## config.mk

```make
export PLATFORM = sky130hd
export DESIGN_NAME = load_buffer
export DESIGN_NICKNAME = d
export VERILOG_FILES = /design/src/source/mem_pkg.sv /design/src/source/load_pkg.sv /design/src/source/load_buffer.sv
export VERILOG_INCLUDE_DIRS = /design/src /design/src/source
export SDC_FILE = /design/constraint.sdc
export NUM_CORES = 1
export LEC_CHECK = 0
export BUFFER_PORTS_ARGS = -buffer_cell sky130_fd_sc_hd__buf_2
export CAP_MARGIN = 20
export CORE_MARGIN = 2
export CORE_UTILIZATION = 55
export DETAILED_ROUTE_END_ITERATION = 10
export GPL_TIMING_DRIVEN = 0
export PLACE_DENSITY = 0.91
export SLEW_MARGIN = 20
export SYNTH_ARGS = -nofsm -noshare
export SYNTH_HDL_FRONTEND = slang
export SYNTH_SLANG_ARGS = --single-unit
```

## constraint.sdc

```tcl
create_clock -name clk_in -period 8.75 [get_ports clk_in]
set_input_delay 0.875 -clock clk_in [delete_from_list [all_inputs] [get_ports clk_in]]
set_output_delay 0.875 -clock clk_in [all_outputs]
set_load 0.02 [all_outputs]
```

## src/source/lsu_macros.svh

```systemverilog
`ifndef LSU_MACROS_SVH
`define LSU_MACROS_SVH

// load queue
`define LB_COUNT 8
`define LB_PTR_W 3

// reorder buffer tag
`define ROB_W 4

// byte addressed data memory
`define ADDR_W 10
`define MEM_DEPTH 1024

`endif

```

## src/source/mem_pkg.sv

```systemverilog
package mem_pkg;

	// one memory word, filled lane by lane, read back as halves or bytes
	typedef union packed {
		logic [3:0][7:0]  lane;
		logic [1:0][15:0] half;
	} mem_word_u;

	// bytes moved per access
	typedef logic [2:0] byte_cnt_t;

	localparam byte_cnt_t BYTES_B = 3'd1;
	localparam byte_cnt_t BYTES_H = 3'd2;
	localparam byte_cnt_t BYTES_W = 3'd4;

endpackage : mem_pkg

```

## src/source/load_pkg.sv

```systemverilog
package load_pkg;
	import mem_pkg::*;

	// funct3 encoding of the RV32 loads
	typedef enum logic [2:0] {
		LB  = 3'b000,
		LH  = 3'b001,
		LW  = 3'b010,
		LBU = 3'b100,
		LHU = 3'b101
	} load_op_e;

	function automatic byte_cnt_t op_bytes(input load_op_e op);
		case (op)
			LB, LBU: return BYTES_B;
			LH, LHU: return BYTES_H;
			default: return BYTES_W;
		endcase
	endfunction

	// keep the low part of the word, then sign or zero extend
	function automatic logic [31:0] extend_load(input logic [31:0] word, input load_op_e op);
		mem_word_u w;
		w = word;
		case (op)
			LB:      return {{24{w.lane[0][7]}}, w.lane[0]};
			LH:      return {{16{w.half[0][15]}}, w.half[0]};
			LBU:     return {24'd0, w.lane[0]};
			LHU:     return {16'd0, w.half[0]};
			default: return w;
		endcase
	endfunction

endpackage : load_pkg

```

## src/source/load_buffer.sv

```systemverilog
`timescale 1ns/1ps
`include "lsu_macros.svh"

module load_buffer
	import load_pkg::*;
(
	input  logic                clk_in,
	input  logic                rob_lbuffer_rst_in,

	// address unit
	input  logic                load_valid,
	input  logic [`ADDR_W-1:0]  load_addr,
	input  logic [`ROB_W-1:0]   load_tag,
	input  load_op_e            load_op,
	output logic                load_ready,

	// reorder buffer
	output logic                head_valid,
	output logic [`ROB_W-1:0]   head_tag,
	input  logic                no_alias,
	input  logic                fwd_en,
	input  logic [31:0]         fwd_data,
	output logic                result_valid,
	output logic [`ROB_W-1:0]   result_tag,
	output logic [31:0]         result_data,

	// data controller
	output logic                mem_req,
	output logic [`ADDR_W-1:0]  mem_addr,
	output load_op_e            mem_op,
	input  logic                mem_done,
	input  logic [31:0]         mem_data
);

	localparam logic [1:0] IDLE    = 2'd0;
	localparam logic [1:0] PENDING = 2'd1;
	localparam logic [1:0] BUSY    = 2'd2;
	localparam logic [1:0] OK      = 2'd3;

	logic [`ADDR_W-1:0]  addr_q [`LB_COUNT];
	logic [`ROB_W-1:0]   tag_q  [`LB_COUNT];
	load_op_e            op_q   [`LB_COUNT];

	logic [`LB_PTR_W-1:0] head;
	logic [`LB_PTR_W-1:0] tail;
	logic [`LB_PTR_W:0]   count;
	logic [1:0]           stage;

	logic push;
	logic pop;
	logic fwd_hit;
	logic mem_hit;

	assign load_ready = count != `LB_COUNT;
	assign head_valid = count != 0;
	assign head_tag   = tag_q[head];

	assign push = load_valid && load_ready;

	// decisions only count while the head waits in IDLE, no_alias first
	assign fwd_hit = (stage == IDLE) && head_valid && !no_alias && fwd_en;
	assign mem_hit = (stage == BUSY) && mem_done;
	assign pop     = fwd_hit || mem_hit;

	assign result_valid = stage == OK;

	assign mem_req  = stage == PENDING; // one cycle only
	assign mem_addr = addr_q[head];
	assign mem_op   = op_q[head];

	// entry payload
	always_ff @(posedge clk_in) begin
		if (push) begin
			addr_q[tail] <= load_addr;
			tag_q[tail]  <= load_tag;
			op_q[tail]   <= load_op;
		end
	end

	// queue pointers
	always_ff @(posedge clk_in) begin
		if (rob_lbuffer_rst_in) begin
			head  <= '0;
			tail  <= '0;
			count <= '0;
		end else begin
			if (push)
				tail <= tail + 1'b1; // wraps, depth is a power of two
			if (pop)
				head <= head + 1'b1;
			case ({push, pop})
				2'b10:   count <= count + 1'b1;
				2'b01:   count <= count - 1'b1;
				default: count <= count;
			endcase
		end
	end

	// head stage machine
	always_ff @(posedge clk_in) begin
		if (rob_lbuffer_rst_in) begin
			stage <= IDLE;
		end else begin
			case (stage)
				IDLE: begin
					if (head_valid) begin
						if (no_alias)
							stage <= PENDING;
						else if (fwd_en)
							stage <= OK; // forwarded, memory skipped
					end
				end
				PENDING: stage <= BUSY;
				BUSY: begin
					if (mem_done)
						stage <= OK;
				end
				default: stage <= IDLE;
			endcase
		end
	end

	// result payload, shown while in OK
	always_ff @(posedge clk_in) begin
		if (pop)
			result_tag <= tag_q[head];
		if (fwd_hit)
			result_data <= extend_load(fwd_data, op_q[head]);
		else if (mem_hit)
			result_data <= mem_data; // already extended by the controller
	end

endmodule : load_buffer

```

==> results_dict.tcl <==
set metrics [dict create \
    status "complete, no violations" \
    cts_tree "yes" \
    final_util 0.696 \
    hold_class "register to register" \
    cts_resized 0 \
    grt_max_degree 23 \
    synthCells 423 \
    yosysUniqueCellTypes 33 \
    die-area_um2 14600 \
    arrival_ns 2.95 \
    drtIter0Drc 379 \
    max_freq_ghz 0.261 \
    synth-main-ff-cell "edfxtp_1" \
    worstMarginPinSlew_ns 0.986 \
    drc 0 \
    tns_ns 0 \
    num_rows 42 \
    cts_setup_buffers 0 \
    synth_area_per_cell_um2 17.7 \
    portBuffers 143 \
    insertion_delay_ns 0.43 \
    p_leak_nw 3.32 \
    yosys.area.top_type "edfxtp_1" \
    crit_path_start_kind "register" \
    layout-area-overhead-vs-synth_pct 23.2 \
    synth-edff-count 172 \
    ys_warn_count 0 \
    routabilityCongestion 0.814 \
    die_h_um 121 \
    hold_violations 0 \
    netlist_area_um2 7490 \
    drv_slew 0 \
    die_w_um 121 \
    worstSetupEndpointType "output port" \
    drive_above_1_share 0.441 \
    ant_nets 0 \
    antenna_found_initial 2 \
    clock_sinks 187 \
    yosysSeqAreaShare 0.730 \
    cts_buffers 17 \
    grt_first_pass_wirelength_um 24900 \
    h-tree-depth 4 \
    hpwl_um 10700 \
    synth_common_cells "172 x edfxtp_1, 41 x nor2_1, 34 x mux4_2" \
    synth_most_common_cell "edfxtp_1" \
    start_util 0.565 \
    globalRouteOverflowTotal 0 \
    dr.pass1.iters 4 \
    nets 692 \
    irDropWorstVdd_mv 0.189 \
    n_fill_cell 832 \
    async_flop_share 0 \
    netlist.area_leader.share 0.690 \
    critPathKind "register to output port" \
    wl_um 16200 \
    grt_setup_unrepaired "no" \
    ys_seq_elements 187 \
    setup_viol 0 \
    synth.area.top_cells "edfxtp_1 69%, mux4_2 10%, dfxtp_1 4.0%, mux2_2 3.5%, nor2_1 2.1%" \
    maxSlewHeadroom 0.336 \
    period_minus_slack_ns 3.83 \
    syn_nets 519 \
    num_vias 4405 \
    postCtsHoldBufs 0 \
    root_buffer "clkbuf_16" \
    p_per_area_nw_per_um2 275 \
    pin_count 144 \
    finalCritPeriodShare 0.437 \
    avgViaCountPerCell 5.60 \
    coreArea_um2 13200 \
    clk_path_buf_depth 2 \
    finClkSkew_ns 0.0103 \
    drv_cap 0 \
    grt_pass1_vias 4598 \
    critPathMaxFanout 10 \
    cts.clk_slew.worst_paths_ns 0.06 \
    grt_usage 0.234 \
    required_ns 7.88 \
    post_drt_wl_per_cell_um 20.6 \
]
==> sequential cells by signal (all words and copies together), names as in the netlist, 3 cells and up, named ones only <==
register     cells
addr_q          80
result_data     32
tag_q           32
op_q            24
count            4
result_tag       4
head             3
tail             3
==> cell type report <==
cell class | count | area, um2 | share of cell area
Sequential cell | 187 | 5470 | 0.593
Clock buffer | 17 | 425 | 0.0461
Multi-Input combinational cell | 211 | 1930 | 0.210
Timing Repair Buffer | 154 | 878 | 0.0953
Buffer | 19 | 101 | 0.0110
Antenna cell | 2 | 5.00 | 0.000543
Tap cell | 176 | 220 | 0.0239
Inverter | 6 | 22.5 | 0.00244
Clock inverter | 14 | 169 | 0.0183
==> power breakdown <==
part	internal (W)	switching, W	leakage [nW]
combinational	0.000266	0.000385	1.35
sequential	0.00108	0.0000302	1.69
clock	0.000448	0.000324	0.281
total	0.00179	0.000740	3.32
==> metrics by stage <==
stage	area (um2)	hold slack (ns)	std cells	power [W]	setup WS, ns
global placement	8420	0.471	742	0.00172	3.56
finish	9220	0.501	786	0.00253	4.92
CTS	9220	0.500	784	0.00255	4.83
floorplan	7490	0.459	423	0.00157	4.36
global route	9220	0.552	785	0.00263	4.70
detailed placement	8620	0.492	753	0.00177	5.32
==> worst max-delay path, stage by stage, from the launching register on <==
cell	delay, ns
dfxtp_1	0.31
clkbuf_1	0.31
buf_2	0.41
buf_2	0.44
mux4_2	0.55
mux2_2	0.32
buf_2	0.17
==> cells by family after synthesis <==
group,synth area share
AND/OR/NAND/NOR,0.0533
buffers and inverters,0.0165
multiplexers,0.144
AO/OA/AOI/OAI,0.0328
flip-flops,0.730
adder cells (fa/ha/maj),0.0150
XOR/XNOR,0.00819
==> path summary, 6_finish.rpt <==
kind	from	end	slack, ns	cells past startpoint
worst min-delay path	stage[1]	stage[1]	0.50	2
worst min register to register	stage[1]	stage[1]	0.50	2
worst max-delay path	register	head_tag[3]	4.92	6
worst max register to register	count[1]	count[2]	5.26	10
==> layer usage <==
layer,vias to the layer above,GRT usage,share of wire
li1,1983,-,-
met1,2203,0.281,0.38
met2,201,0.406,0.54
met3,18,0.0519,0.069
met4,0,0.103,0.012
met5,-,0,0
==> cells in the final DEF (no fill, tap or decap), types with 3 or more instances in the layout <==
master	count
a21oi_2	10
nor2_1	35
ha_1	9
buf_2	146
clkbuf_16	17
bufinv_16	3
nand3_1	4
xor2_1	5
buf_8	7
nand2b_1	3
clkinvlp_4	3
edfxtp_1	172
o21ai_0	5
dfxtp_1	15
mux4_2	34
buf_6	6
a21oi_1	21
inv_6	3
nand2_1	32
nor2_2	6
inv_1	6
mux2_2	23
mux2i_1	4
clkbuf_1	13
Power figures use the tool's default switching activity.
