**config.mk**
```make
export PLATFORM = sky130hd
export DESIGN_NAME = data_ctrl
export DESIGN_NICKNAME = d
export VERILOG_FILES = /design/src/source/mem_pkg.sv /design/src/source/load_pkg.sv /design/src/source/data_ctrl.sv
export VERILOG_INCLUDE_DIRS = /design/src /design/src/source
export SDC_FILE = /design/constraint.sdc
export NUM_CORES = 1
export LEC_CHECK = 0
export BUFFER_PORTS_ARGS = -buffer_cell sky130_fd_sc_hd__buf_2
export CORE_ASPECT_RATIO = 1.1
export CORE_MARGIN = 3
export CORE_UTILIZATION = 42
export CTS_CLUSTER_DIAMETER = 80
export DETAILED_ROUTE_END_ITERATION = 12
export PLACE_DENSITY = 0.65
export SLEW_MARGIN = 20
export SYNTH_ARGS = -nofsm -noshare
export SYNTH_HDL_FRONTEND = slang
export SYNTH_SLANG_ARGS = --single-unit
```
**constraint.sdc**
```tcl
create_clock -name clk_in -period 2.9 [get_ports clk_in]
set_clock_uncertainty 0.05 [all_clocks]
set_input_delay 0.58 -clock clk_in [delete_from_list [all_inputs] [get_ports clk_in]]
set_output_delay 0.58 -clock clk_in [all_outputs]
set_load 0.02 [all_outputs]
```
**src/source/lsu_macros.svh**
```systemverilog
`ifndef LSU_MACROS_SVH
`define LSU_MACROS_SVH

// load queue
`define LB_COUNT 8
`define LB_PTR_W 3

// reorder buffer tag
`define ROB_W 4

// byte addressed data memory
`define ADDR_W 10
`define MEM_DEPTH 1024

`endif

```
**src/source/mem_pkg.sv**
```systemverilog
package mem_pkg;

	// one memory word, filled lane by lane, read back as halves or bytes
	typedef union packed {
		logic [3:0][7:0]  lane;
		logic [1:0][15:0] half;
	} mem_word_u;

	// bytes moved per access
	typedef logic [2:0] byte_cnt_t;

	localparam byte_cnt_t BYTES_B = 3'd1;
	localparam byte_cnt_t BYTES_H = 3'd2;
	localparam byte_cnt_t BYTES_W = 3'd4;

endpackage : mem_pkg

```
**src/source/load_pkg.sv**
```systemverilog
package load_pkg;
	import mem_pkg::*;

	// funct3 encoding of the RV32 loads
	typedef enum logic [2:0] {
		LB  = 3'b000,
		LH  = 3'b001,
		LW  = 3'b010,
		LBU = 3'b100,
		LHU = 3'b101
	} load_op_e;

	function automatic byte_cnt_t op_bytes(input load_op_e op);
		case (op)
			LB, LBU: return BYTES_B;
			LH, LHU: return BYTES_H;
			default: return BYTES_W;
		endcase
	endfunction

	// keep the low part of the word, then sign or zero extend
	function automatic logic [31:0] extend_load(input logic [31:0] word, input load_op_e op);
		mem_word_u w;
		w = word;
		case (op)
			LB:      return {{24{w.lane[0][7]}}, w.lane[0]};
			LH:      return {{16{w.half[0][15]}}, w.half[0]};
			LBU:     return {24'd0, w.lane[0]};
			LHU:     return {16'd0, w.half[0]};
			default: return w;
		endcase
	endfunction

endpackage : load_pkg

```
**src/source/data_ctrl.sv**
```systemverilog
`timescale 1ns/1ps
`include "lsu_macros.svh"

module data_ctrl
	import mem_pkg::*;
	import load_pkg::*;
(
	input  logic               clk_in,
	input  logic               rob_lbuffer_rst_in,

	// load buffer
	input  logic               mem_req,
	input  logic [`ADDR_W-1:0] mem_addr,
	input  load_op_e           mem_op,
	output logic               mem_done,
	output logic [31:0]        mem_data,

	// byte memory
	output logic               rd_en,
	output logic [`ADDR_W-1:0] rd_addr,
	input  logic [7:0]         rd_data
);

	localparam logic [1:0] S_IDLE = 2'd0;
	localparam logic [1:0] S_READ = 2'd1;
	localparam logic [1:0] S_WAIT = 2'd2;

	logic [1:0]         state;
	logic [1:0]         idx; // current byte lane
	logic [`ADDR_W-1:0] base_addr;
	load_op_e           op_q;
	byte_cnt_t          n_bytes;
	mem_word_u          word_q;
	mem_word_u          word_next;
	logic               last_byte;

	assign rd_en   = state == S_READ;
	assign rd_addr = base_addr + `ADDR_W'(idx);

	assign last_byte = (byte_cnt_t'(idx) + 3'd1) == n_bytes;

	// little endian, byte idx lands in lane idx
	always_comb begin
		word_next = word_q;
		word_next.lane[idx] = rd_data;
	end

	always_ff @(posedge clk_in) begin
		if (rob_lbuffer_rst_in) begin
			state    <= S_IDLE;
			idx      <= '0;
			mem_done <= 1'b0;
		end else begin
			mem_done <= 1'b0;
			case (state)
				S_IDLE: begin
					if (mem_req) begin
						state <= S_READ;
						idx   <= '0;
					end
				end
				S_READ: state <= S_WAIT; // rd_data back next cycle
				S_WAIT: begin
					if (last_byte) begin
						state    <= S_IDLE;
						mem_done <= 1'b1;
					end else begin
						state <= S_READ;
						idx   <= idx + 1'b1;
					end
				end
				default: state <= S_IDLE;
			endcase
		end
	end

	// request and data payload
	always_ff @(posedge clk_in) begin
		if (state == S_IDLE && mem_req) begin
			base_addr <= mem_addr;
			op_q      <= mem_op;
			n_bytes   <= op_bytes(mem_op);
			word_q    <= '0;
		end else if (state == S_WAIT) begin
			word_q <= word_next;
		end
		if (state == S_WAIT && last_byte)
			mem_data <= extend_load(word_next, op_q);
	end

endmodule : data_ctrl

```
==> results of run 1 <==
-- sequential cells by signal (all words and copies together), names as in the netlist --
name,cells
base_addr,10
idx,2
mem_data,32
mem_done,1
n_bytes,3
op_q,3
state,2
word_q,32
-- worst paths after layout --
path / startpoint / to / slack, ps / cells past startpoint
min: mem_addr[7] / base_addr[7]$_DFFE_PP_ / 360 / 1
min reg2reg: word_q[4]$_SDFFE_PP0N_ / word_q[4]$_SDFFE_PP0N_ / 420 / 1
max reg2reg: idx[0]$_SDFFE_PP0P_ / mem_data[24]$_DFFE_PP_ / 600 / 5
max: idx[0]$_SDFFE_PP0P_ / rd_addr[6] / 260 / 6
-- stage by stage --
step	hold slack, ps	setup slack, ps	power (mW)	instances	utilization
after global routing	335.2	89.73	2.443	497	0.5121
after CTS	339.5	225.7	2.377	497	0.5121
after detailed placement	401.0	593.5	1.552	481	0.4898
final	355.4	262.4	2.350	497	0.5121
after floorplan	388.0	455.6	1.480	319	-
after global placement	391.7	621.0	1.548	481	0.4898
-- cell families after synthesis --
group                      count (synthesis)
and+or+nand+nor                           86
adders and majority gates                  7
muxes                                     11
AOI/OAI and AO/OA                         93
buffers and inverters                     26
DFF                                       85
xor gates and xnor gates                  11
-- layout make-up --
cell class | instances | area [µm²] | area share
Timing Repair Buffer | 72 | 372.9 | 0.08440
Clock inverter | 4 | 47.55 | 0.01076
Sequential cell | 85 | 2182 | 0.4939
Multi-Input combinational cell | 208 | 1513 | 0.3424
Inverter | 5 | 18.77 | 0.004248
Clock buffer | 12 | 145.1 | 0.03285
Tap cell | 111 | 138.9 | 0.03144
-- worst register-to-register path, cell delays in order (launching register included) --
cell and delay, ps:
dfxtp_1 440, inv_1 120, ha_1 360, mux2_4 390, a32oi_4 550, nand2_1 120
-- per-layer routing --
layer / routed length, µm / up-vias / part of all wire
met5: 0 / - / 0
met4: 146 / 0 / 0.019
met3: 412 / 11 / 0.054
met2: 3458 / 69 / 0.46
met1: 3579 / 1207 / 0.47
li1: - / 1282 / -
-- power by group --
group | switching (mW) | total (mW) | leakage [nW] | internal, mW
Sequential | 0.0256 | 1.33 | 0.754 | 1.31
Clock | 0.407 | 0.827 | 0.0964 | 0.420
Combinational | 0.121 | 0.190 | 1.17 | 0.0697
Total | 0.553 | 2.35 | 2.02 | 1.80
-- layout by cell type (no fill, tap or decap), types with 2 or more instances in the layout --
| master | n |
|---|---|
| and2b_1 | 3 |
| dfxtp_1 | 37 |
| a21o_1 | 24 |
| or3_1 | 2 |
| clkbuf_1 | 2 |
| nor3_1 | 6 |
| a32o_1 | 8 |
| xnor2_1 | 6 |
| nand2b_1 | 3 |
| nand3_1 | 4 |
| buf_2 | 67 |
| clkbuf_8 | 10 |
| and2_1 | 16 |
| buf_4 | 5 |
| inv_1 | 4 |
| mux2_4 | 2 |
| edfxtp_1 | 48 |
| a21oi_1 | 9 |
| clkinv_2 | 2 |
| nor2b_1 | 25 |
| nand2_1 | 8 |
| ha_1 | 6 |
| a22o_1 | 24 |
| nor2_1 | 6 |
| mux2_2 | 7 |
| xor2_1 | 5 |
| o21ai_0 | 24 |
| nand2_2 | 10 |
==> run metrics, run 1 <==
CTS tree done; I/O Pins 68; later-pin clock latency in the skew report 340 ps; global-route wire length before repair 12.36 mm; Power Density 532.0 mW/mm²; Hold Fails Final Rpt 0; Post-Syn Instances 319; Iteration-0 DRC Markers 184; CTS Buf Count 9; XOR/XNOR Fraction of Synth Area 0.02522; Fillers 760; status complete, no violations; cell chain of the critical path ha_1 -> fa_1 -> nand3_1 -> or3_1 -> xnor2_1 -> buf_2; EDFF count, synth between 40 and 50; Initial DRT Pass Iterations 4; Synth Area per Inst around 12 µm²; # diodes 0; met3 Track Usage GR 0.03937; worst min path class input port to flop; Routability Congestion between 0.7 and 0.8; vias in the first global route 2445; Fin Setup TNS 0 ps; Reg clk slew, reported paths 80 ps; Rows 35; post-synthesis mux area share 0.03406; worst path required time 2270 ps; postcts setup bufs 0; main combinational cell family by area after synthesis compound AO/OA/AOI/OAI gates; Max Clk Rate 379.1 MHz; clock sink count 85; Slew HR 0.5567; Slew Limit Fails 0; Startpoint Class flop; final setup fails 0; DRC 0; largest net degree at the start of global routing 33; IO Port Bufs 67; gr busiest metal met2; WL final 7.596 mm; top cell family by delay on the critical path simple AND/OR/NAND/NOR gates; top post-synthesis cells by area edfxtp_1 38%, dfxtp_1 19%, a22o_1 5.5%; synth unique cells 38; cell leakage power 2.020 nW; M2 GR Usage 0.2303; slew at the pin closest to its max-slew limit ~660 ps; Synth Area in Compound Gates 0.1792; most common cell in the netlist edfxtp_1; Period minus WS final ~2600 ps; Resized cells post-CTS 0; fraction of the yosys area taken by sequential cells 0.5712; dpl hpwl 5.050 mm; Top FF cell, synth edfxtp_1; top cells by count, synth 48 x edfxtp_1, 37 x dfxtp_1, 25 x nor2b_1; Syn Nets 350; post-place instance area 0.004225 mm²; Max-Cap Viols 0; DIE AREA 0.01028 mm²; Synth Area in Simple Gates 0.1310; synth warn 0; maximum VDD drop 0.0002762 V; Crit path arrival time 2010 ps; critical path peak fanout 6; fin area 0.004418 mm²; unrepaired setup endpoints after global routing false; Die Width 96.93 µm; Adder-Cell Fraction of Synth Area 0.02489; register bit count reported by yosys 85; Tot GR Track Use 0.1507; met1 Usage GRT 0.2079; share of synthesized registers carrying an async set or reset 0; clk root buf clkbuf_8; cts hold-fix bufs 0; vias after detailed routing 2569; Tcrit/Tclk final 0.9095; Overflow after GRT 0; Final ANT Viol Nets 0; DIE HEIGHT 106.0 µm; detailed-route wire length per cell 15.28 µm; Synth area leader edfxtp_1; crit end category primary output; Via density 5.169; Buffers & Inverters on Critical Path 1; layout cells sized above 1 0.2876; Mapped Area approximately 0.0038 mm²; CTS max path bufs 2; area share of the largest cell type after synthesis 0.3773; CP Class flop to primary output; slowest cell on the critical path dfxtp_1; nets 412; H-tree levels 3; Syn-to-layout area delta 15.66%; delay of the slowest cell on the worst path approximately 440 ps; core area around 0.0086 mm²; Starting Density 0.4428; antenna violations before repair 0
(Power assumes the default switching activity.)
==> inputs of run 2 (changes only) <==
--- a/config.mk
+++ b/config.mk
@@ -6,13 +6,13 @@
 export SDC_FILE = /design/constraint.sdc
 export NUM_CORES = 1
 export LEC_CHECK = 0
+export ABC_AREA = 1
 export BUFFER_PORTS_ARGS = -buffer_cell sky130_fd_sc_hd__buf_2
 export CORE_ASPECT_RATIO = 1.1
 export CORE_MARGIN = 3
-export CORE_UTILIZATION = 42
+export CORE_UTILIZATION = 35
 export CTS_CLUSTER_DIAMETER = 80
 export DETAILED_ROUTE_END_ITERATION = 12
-export PLACE_DENSITY = 0.65
 export SLEW_MARGIN = 20
 export SYNTH_ARGS = -nofsm -noshare
 export SYNTH_HDL_FRONTEND = slang
==> run metrics, run 2 <==
status complete, no violations; later-pin clock latency in the skew report 360 ps (+20 ps); global-route wire length before repair 12.16 mm (-1.6%); DIE HEIGHT 112.3 µm (+6.0%); clk root buf clkbuf_8; Final Util 0.4329 (-0.07922); IO Port Bufs 67 (unchanged); worst flop-to-flop path endpoint mem_data[10]$_DFFE_PP_; register bit count reported by yosys 85 (unchanged); vias after detailed routing 2625 (+2.2%); Fin Setup TNS 0 ps (unchanged); Mapped Area 0.003598 mm² (-5.8%); worst path required time 2270 ps (about the same); CP startpoint idx[0]$_SDFFE_PP0P_; Rows 38 (+8.6%); Initial DRT Pass Iterations 4 (unchanged); Power Density 595.2 mW/mm² (+12%); switching pwr 0.6091 mW (+10%); Slew Limit Fails 0 (unchanged); CTS Buf Count 9 (unchanged); switch share 0.2379 (+0.002381); # diodes 0 (unchanged); cts hold-fix bufs 0 (unchanged); largest net degree at the start of global routing 43 (+30%); Max-Cap Viols 0 (unchanged); most common cell in the netlist nand2_1; register share of total power 0.518 (-0.049); DRC 0 (unchanged); synth unique cells 30 (-21%); Startpoint Class flop; final setup fails 0 (unchanged); maximum VDD drop 0.0002831 V (+2.5%); Tcrit/Tclk final 0.8908 (-0.01872); WL final 7.535 mm (-0.80%); Tot GR Track Use 0.1355 (-0.01522); CP Class flop to primary output; post-route non-filler standard cell count 553 (+11%); critical path peak fanout 5 (-1); Max Clk Rate 387.1 MHz (+2.1%); Via density 4.747 (-8.2%); I/O Pins 68 (unchanged); FF-to-FF path depth 6 (+1); Iteration-0 DRC Markers 190 (+3.3%); Overflow after GRT 0 (unchanged); postcts setup bufs 0 (unchanged); commonest non-fill, non-tap cell in the layout nand2_1; Top FF cell, synth edfxtp_1; post-place instance area 0.004050 mm² (-4.1%); Crit path arrival time 1950 ps (-60 ps); Gate power share 0.074 (-0.007); fin area 0.004302 mm² (-2.6%); share of synthesized registers carrying an async set or reset 0 (unchanged); antenna violations before repair 0 (unchanged); synth warn 0 (unchanged); Routability Congestion 0.8254 (+6.9%); layout cells sized above 1 0.2471 (-0.04045); Reg clk slew, reported paths 90 ps (about the same); unrepaired setup endpoints after global routing false; Syn Nets 393 (+12%); nets 459 (+11%); cell leakage power 1.722 nW (-15%); Resized cells post-CTS 0 (unchanged); critical path capture point rd_addr[8]; worst min path class input port to flop; Synth Area per Inst 9.940 µm² (-17%); Power Internal 1.951 mW (+8.6%); Starting Density 0.3621 (-0.08066); H-tree levels 3 (unchanged); CTS tree done; crit end category primary output; reg2reg setup slack 570 ps (-30 ps); vias in the first global route 2476 (+1.3%); DIE AREA 0.01154 mm² (+12%); Die Width 102.7 µm (+5.9%); clock sink count 85 (unchanged); CTS max path bufs 2 (unchanged); top cells by count, synth 85 x nand2_1, 52 x o21ai_0, 48 x edfxtp_1; Final ANT Viol Nets 0 (unchanged); slew at the pin closest to its max-slew limit 585.6 ps (-79.34 ps); Period minus WS final 2583 ps (-54.30 ps); Largest regs mem_data x32, word_q x32, base_addr x10; clock power share 0.407 (+0.055); area share of the largest cell type after synthesis 0.4006 (+0.02322); detailed-route wire length per cell 13.63 µm (-11%); Post-Syn Instances 362 (+13%); Slew HR 0.6096 (+0.05289); EDFF count, synth 48 (unchanged); core area 0.009937 mm² (+15%); most frequent cells in the layout 85 x nand2_1, 67 x buf_2, 52 x o21ai_0; dpl hpwl 5.203 mm (+3.0%); Syn-to-layout area delta 19.54%; Synth area leader edfxtp_1; fraction of the yosys area taken by sequential cells 0.6064 (+0.03516); top post-synthesis cells by area edfxtp_1 40%, dfxtp_1 21%, nand2_1 8.9%; Post-Place Cells 537 (+12%); Hold Fails Final Rpt 0 (unchanged); RR Startpoint idx[1]$_SDFFE_PP0P_
-- run 2: cell count changes in the layout (fill, tap and decap cells not counted), sizes merged, moves of 5 or more --
cell	before	now
a21o	24	0
a21oi	9	3
a22o	24	0
a32o	8	0
and2	16	0
inv	5	36
mux2	10	0
nand2	18	86
nand3	4	29
nor2	7	12
nor2b	25	0
o21ai	25	64
o31ai	0	8
-- run 2: final cells by class --
class	count	area [µm²]
tap	120	150.1
sequential	85	2182
inverter	34	127.6
multi-input combinational	226	1205
clock buffer	9	123.9
fill	988	5635
clock inverter	7	127.6
timing repair buffer	72	385.4
-- run 2: layer usage --
metal  global-route usage  routed length (µm)  vias up
met5                    0                   0        -
met4              0.06124                 161        0
met3              0.03045                 413       13
met2               0.2076                3505       72
met1               0.1819                3456     1188
li1                     -                   -     1352
-- run 2: logic make-up (layout without fill, tap and decap cells) --
logic type               Yosys count  in the layout  synth area share
flip-flops                        85             85            0.6064
AND/OR/NAND/NOR                  134            134            0.1593
buffers and inverters             51            122           0.05946
AO/OA/AOI/OAI                     76             76            0.1266
XOR/XNOR                           9              9           0.02190
adder cells (fa/ha/maj)            7              7           0.02643
-- run 2: worst min-delay path by stage --
stage / from / to / slack [ps] / cells after the start
floorplan: word_q[10]$_SDFFE_PP0N_ / word_q[10]$_SDFFE_PP0N_ / 390 / 2
finish: mem_addr[0] / base_addr[0]$_DFFE_PP_ / 340 / 1
global route: mem_addr[7] / base_addr[7]$_DFFE_PP_ / 320 / 1
global placement: word_q[13]$_SDFFE_PP0N_ / word_q[13]$_SDFFE_PP0N_ / 410 / 2
detailed placement: word_q[8]$_SDFFE_PP0N_ / word_q[8]$_SDFFE_PP0N_ / 410 / 2
CTS: mem_addr[0] / base_addr[0]$_DFFE_PP_ / 320 / 1
-- run 2: power groups by stage --
stage	sequential (mW)	clock [mW]	combinational, mW
global route	1.33	1.11	0.214
CTS	1.33	1.06	0.194
detailed placement	1.35	0	0.193
global placement	1.35	0	0.191
finish	1.33	1.04	0.190
floorplan	1.35	0	0.127
-- run 2: critical path, stage by stage, from the launching register on --
cell     delay [ps]
dfxtp_1         370
ha_1            240
fa_1            410
nand3_1         120
nor2_1           70
nand4_1          80
xnor2_1         120
buf_2           180
-- run 2: stage by stage --
step | power, mW | hold WS, ps | setup slack [ps]
after floorplan | 1.481 | 389.9 | 477.0
after global placement | 1.545 | 406.3 | 645.1
after detailed placement | 1.547 | 409.4 | 541.7
after CTS | 2.580 | 324.2 | 294.7
after global routing | 2.653 | 321.4 | 174.6
final | 2.560 | 338.9 | 316.7
==> inputs of run 3 (changes only) <==
==> constraint.sdc (replaced) <==
create_clock -name clk_in -period 2.9 [get_ports clk_in]
set_clock_uncertainty 0.05 [all_clocks]
set_input_delay 0.58 -clock clk_in [delete_from_list [all_inputs] [get_ports clk_in]]
set_output_delay 0.58 -clock clk_in [all_outputs]
set_load 0.005 [all_outputs]
==> run metrics, run 3 (synthesis gave the netlist of run 2 again) <==
unrepaired setup endpoints after global routing false; post-place instance area 0.004050 mm² (unchanged); clock power share 0.372 (-0.035); vias after detailed routing 2637 (+0.46%); post-route non-filler standard cell count 553 (unchanged); global-route wire length before repair 12.08 mm (-0.68%); DRC 0 (unchanged); Tot GR Track Use 0.1351 (-0.0004362); largest net degree at the start of global routing 43 (unchanged); Final ANT Viol Nets 0 (unchanged); Hold Fails Final Rpt 0 (unchanged); CTS max path bufs 2 (unchanged); vias in the first global route 2466 (-0.40%); critical path peak fanout 5 (unchanged); worst min path class input port to flop; CP Class flop to primary output; Slew HR 0.6201 (+0.01048); Rows 38 (unchanged); Period minus WS final 2540 ps (-43.80 ps); switch share 0.2280 (-0.009858); worst hold endpoint base_addr[5]$_DFFE_PP_; reg2reg setup slack 590 ps (+20 ps); later-pin clock latency in the skew report 350 ps (about the same); worst path required time 2270 ps (about the same); cell leakage power 1.701 nW (-1.2%); register share of total power 0.556 (+0.038); Tcrit/Tclk final 0.8757 (-0.01510); Crit path arrival time 1910 ps (-40 ps); CTS Buf Count 9 (unchanged); Resized cells post-CTS 0 (unchanged); Gate power share 0.072 (-0.002); core area 0.009937 mm² (unchanged); DIE HEIGHT 112.3 µm (unchanged); Startpoint Class flop; layout cells sized above 1 0.2402 (-0.006928); # diodes 0 (unchanged); postcts setup bufs 0 (unchanged); clock sink count 85 (unchanged); fin area 0.004255 mm² (-1.1%); Reg clk slew, reported paths 80 ps (about the same); IO Port Bufs 67 (unchanged); WL final 7.393 mm (-1.9%); Routability Congestion 0.8137 (-1.4%); detailed-route wire length per cell 13.37 µm (-1.9%); worst hold start mem_addr[5]; DIE AREA 0.01154 mm² (unchanged); status complete, no violations; slew at the pin closest to its max-slew limit 569.9 ps (-15.72 ps); RR Startpoint idx[1]$_SDFFE_PP0P_; Die Width 102.7 µm (unchanged); Max Clk Rate 393.8 MHz (+1.7%); Fin Setup TNS 0 ps (unchanged); Slew Limit Fails 0 (unchanged); CTS tree done; crit end category primary output; Power Density 560.8 mW/mm² (-5.8%); switching pwr 0.5442 mW (-11%); Power Internal 1.842 mW (-5.6%); Largest regs mem_data x32, word_q x32, base_addr x10; nets 459 (unchanged); Via density 4.769 (+0.46%); I/O Pins 68 (unchanged); Iteration-0 DRC Markers 112 (-41%); FF-to-FF path depth 6 (unchanged); clk root buf clkbuf_8; commonest non-fill, non-tap cell in the layout nand2_1; Syn-to-layout area delta 18.25%; maximum VDD drop 0.0002832 V (about the same); H-tree levels 3 (unchanged); Overall Power 2.386 mW (-6.8%); antenna violations before repair 0 (unchanged); Max-Cap Viols 0 (unchanged); worst flop-to-flop path endpoint mem_data[12]$_DFFE_PP_; WHS Path Cells 1 (unchanged); Fillers 976 (-1.2%); Starting Density 0.3621 (unchanged); Overflow after GRT 0 (unchanged); Initial DRT Pass Iterations 4 (unchanged); cts hold-fix bufs 0 (unchanged); most frequent cells in the layout 85 x nand2_1, 67 x buf_2, 52 x o21ai_0; Post-Place Cells 537 (unchanged); dpl hpwl 5.232 mm (+0.55%); final setup fails 0 (unchanged)
-- run 3: cell types whose count changed in the layout (fill, tap and decap cells not counted), sizes merged --
cell / delta
bufinv: -1
inv: -3
clkbuf: +1
clkinv: +3
-- run 3: final cells by class --
type                    count  area (µm²)  share of cell area
repair buffers             72       385.4             0.09056
well taps                 120       150.1             0.03528
clock buffers              10       127.6             0.02999
clock inverters             6       77.57             0.01823
flip-flops and latches     85        2182              0.5128
inverters                  34       127.6             0.02999
multi-input cells         226        1205              0.2832
-- run 3: worst max-delay path by stage --
| stage | start | end | slack, ps | cells after the start |
|---|---|---|---|---|
| CTS | idx[0]$_SDFFE_PP0P_ | rd_addr[8] | 340 | 7 |
| finish | idx[0]$_SDFFE_PP0P_ | rd_addr[8] | 360 | 7 |
| detailed placement | idx[1]$_SDFFE_PP0P_ | mem_data[3]$_DFFE_PP_ | 550 | 6 |
| global route | base_addr[1]$_DFFE_PP_ | rd_addr[9] | 190 | 7 |
| global placement | idx[1]$_SDFFE_PP0P_ | mem_data[5]$_DFFE_PP_ | 650 | 6 |
| floorplan | idx[0]$_SDFFE_PP0P_ | mem_data[0]$_DFFE_PP_ | 480 | 5 |
-- run 3: routing by layer --
metal / GRT usage / vias up / part of all wire
li1: - / 1353 / -
met3: 0.03605 / 12 / 0.056
met2: 0.2050 / 70 / 0.47
met1: 0.1869 / 1202 / 0.46
met4: 0.04462 / 0 / 0.015
met5: 0 / - / 0
-- run 3: worst max-delay path, stage by stage, from the launching register on --
cell and delay, ps:
dfxtp_1 360, ha_1 240, fa_1 400, nand3_1 140, nor2_1 70, nand4_1 80
xnor2_1 130, buf_2 140
-- run 3: power groups by stage --
stage / sequential [mW] / clock (mW) / combinational (mW)
2_1_floorplan: 1.35 / 0 / 0.112
3_3_place_gp: 1.35 / 0 / 0.173
3_5_place_dp: 1.35 / 0 / 0.175
4_1_cts: 1.33 / 0.911 / 0.175
5_1_grt: 1.33 / 0.969 / 0.196
6_report: 1.33 / 0.887 / 0.173
-- run 3: stage by stage --
step	util	hold slack, ps	worst slack [ps]
floorplan	-	389.9	477.0
global placement	0.4076	406.2	645.3
detailed placement	0.4076	407.4	548.9
CTS	0.4282	329.3	336.4
global route	0.4282	327.7	188.2
finish	0.4282	346.8	360.5
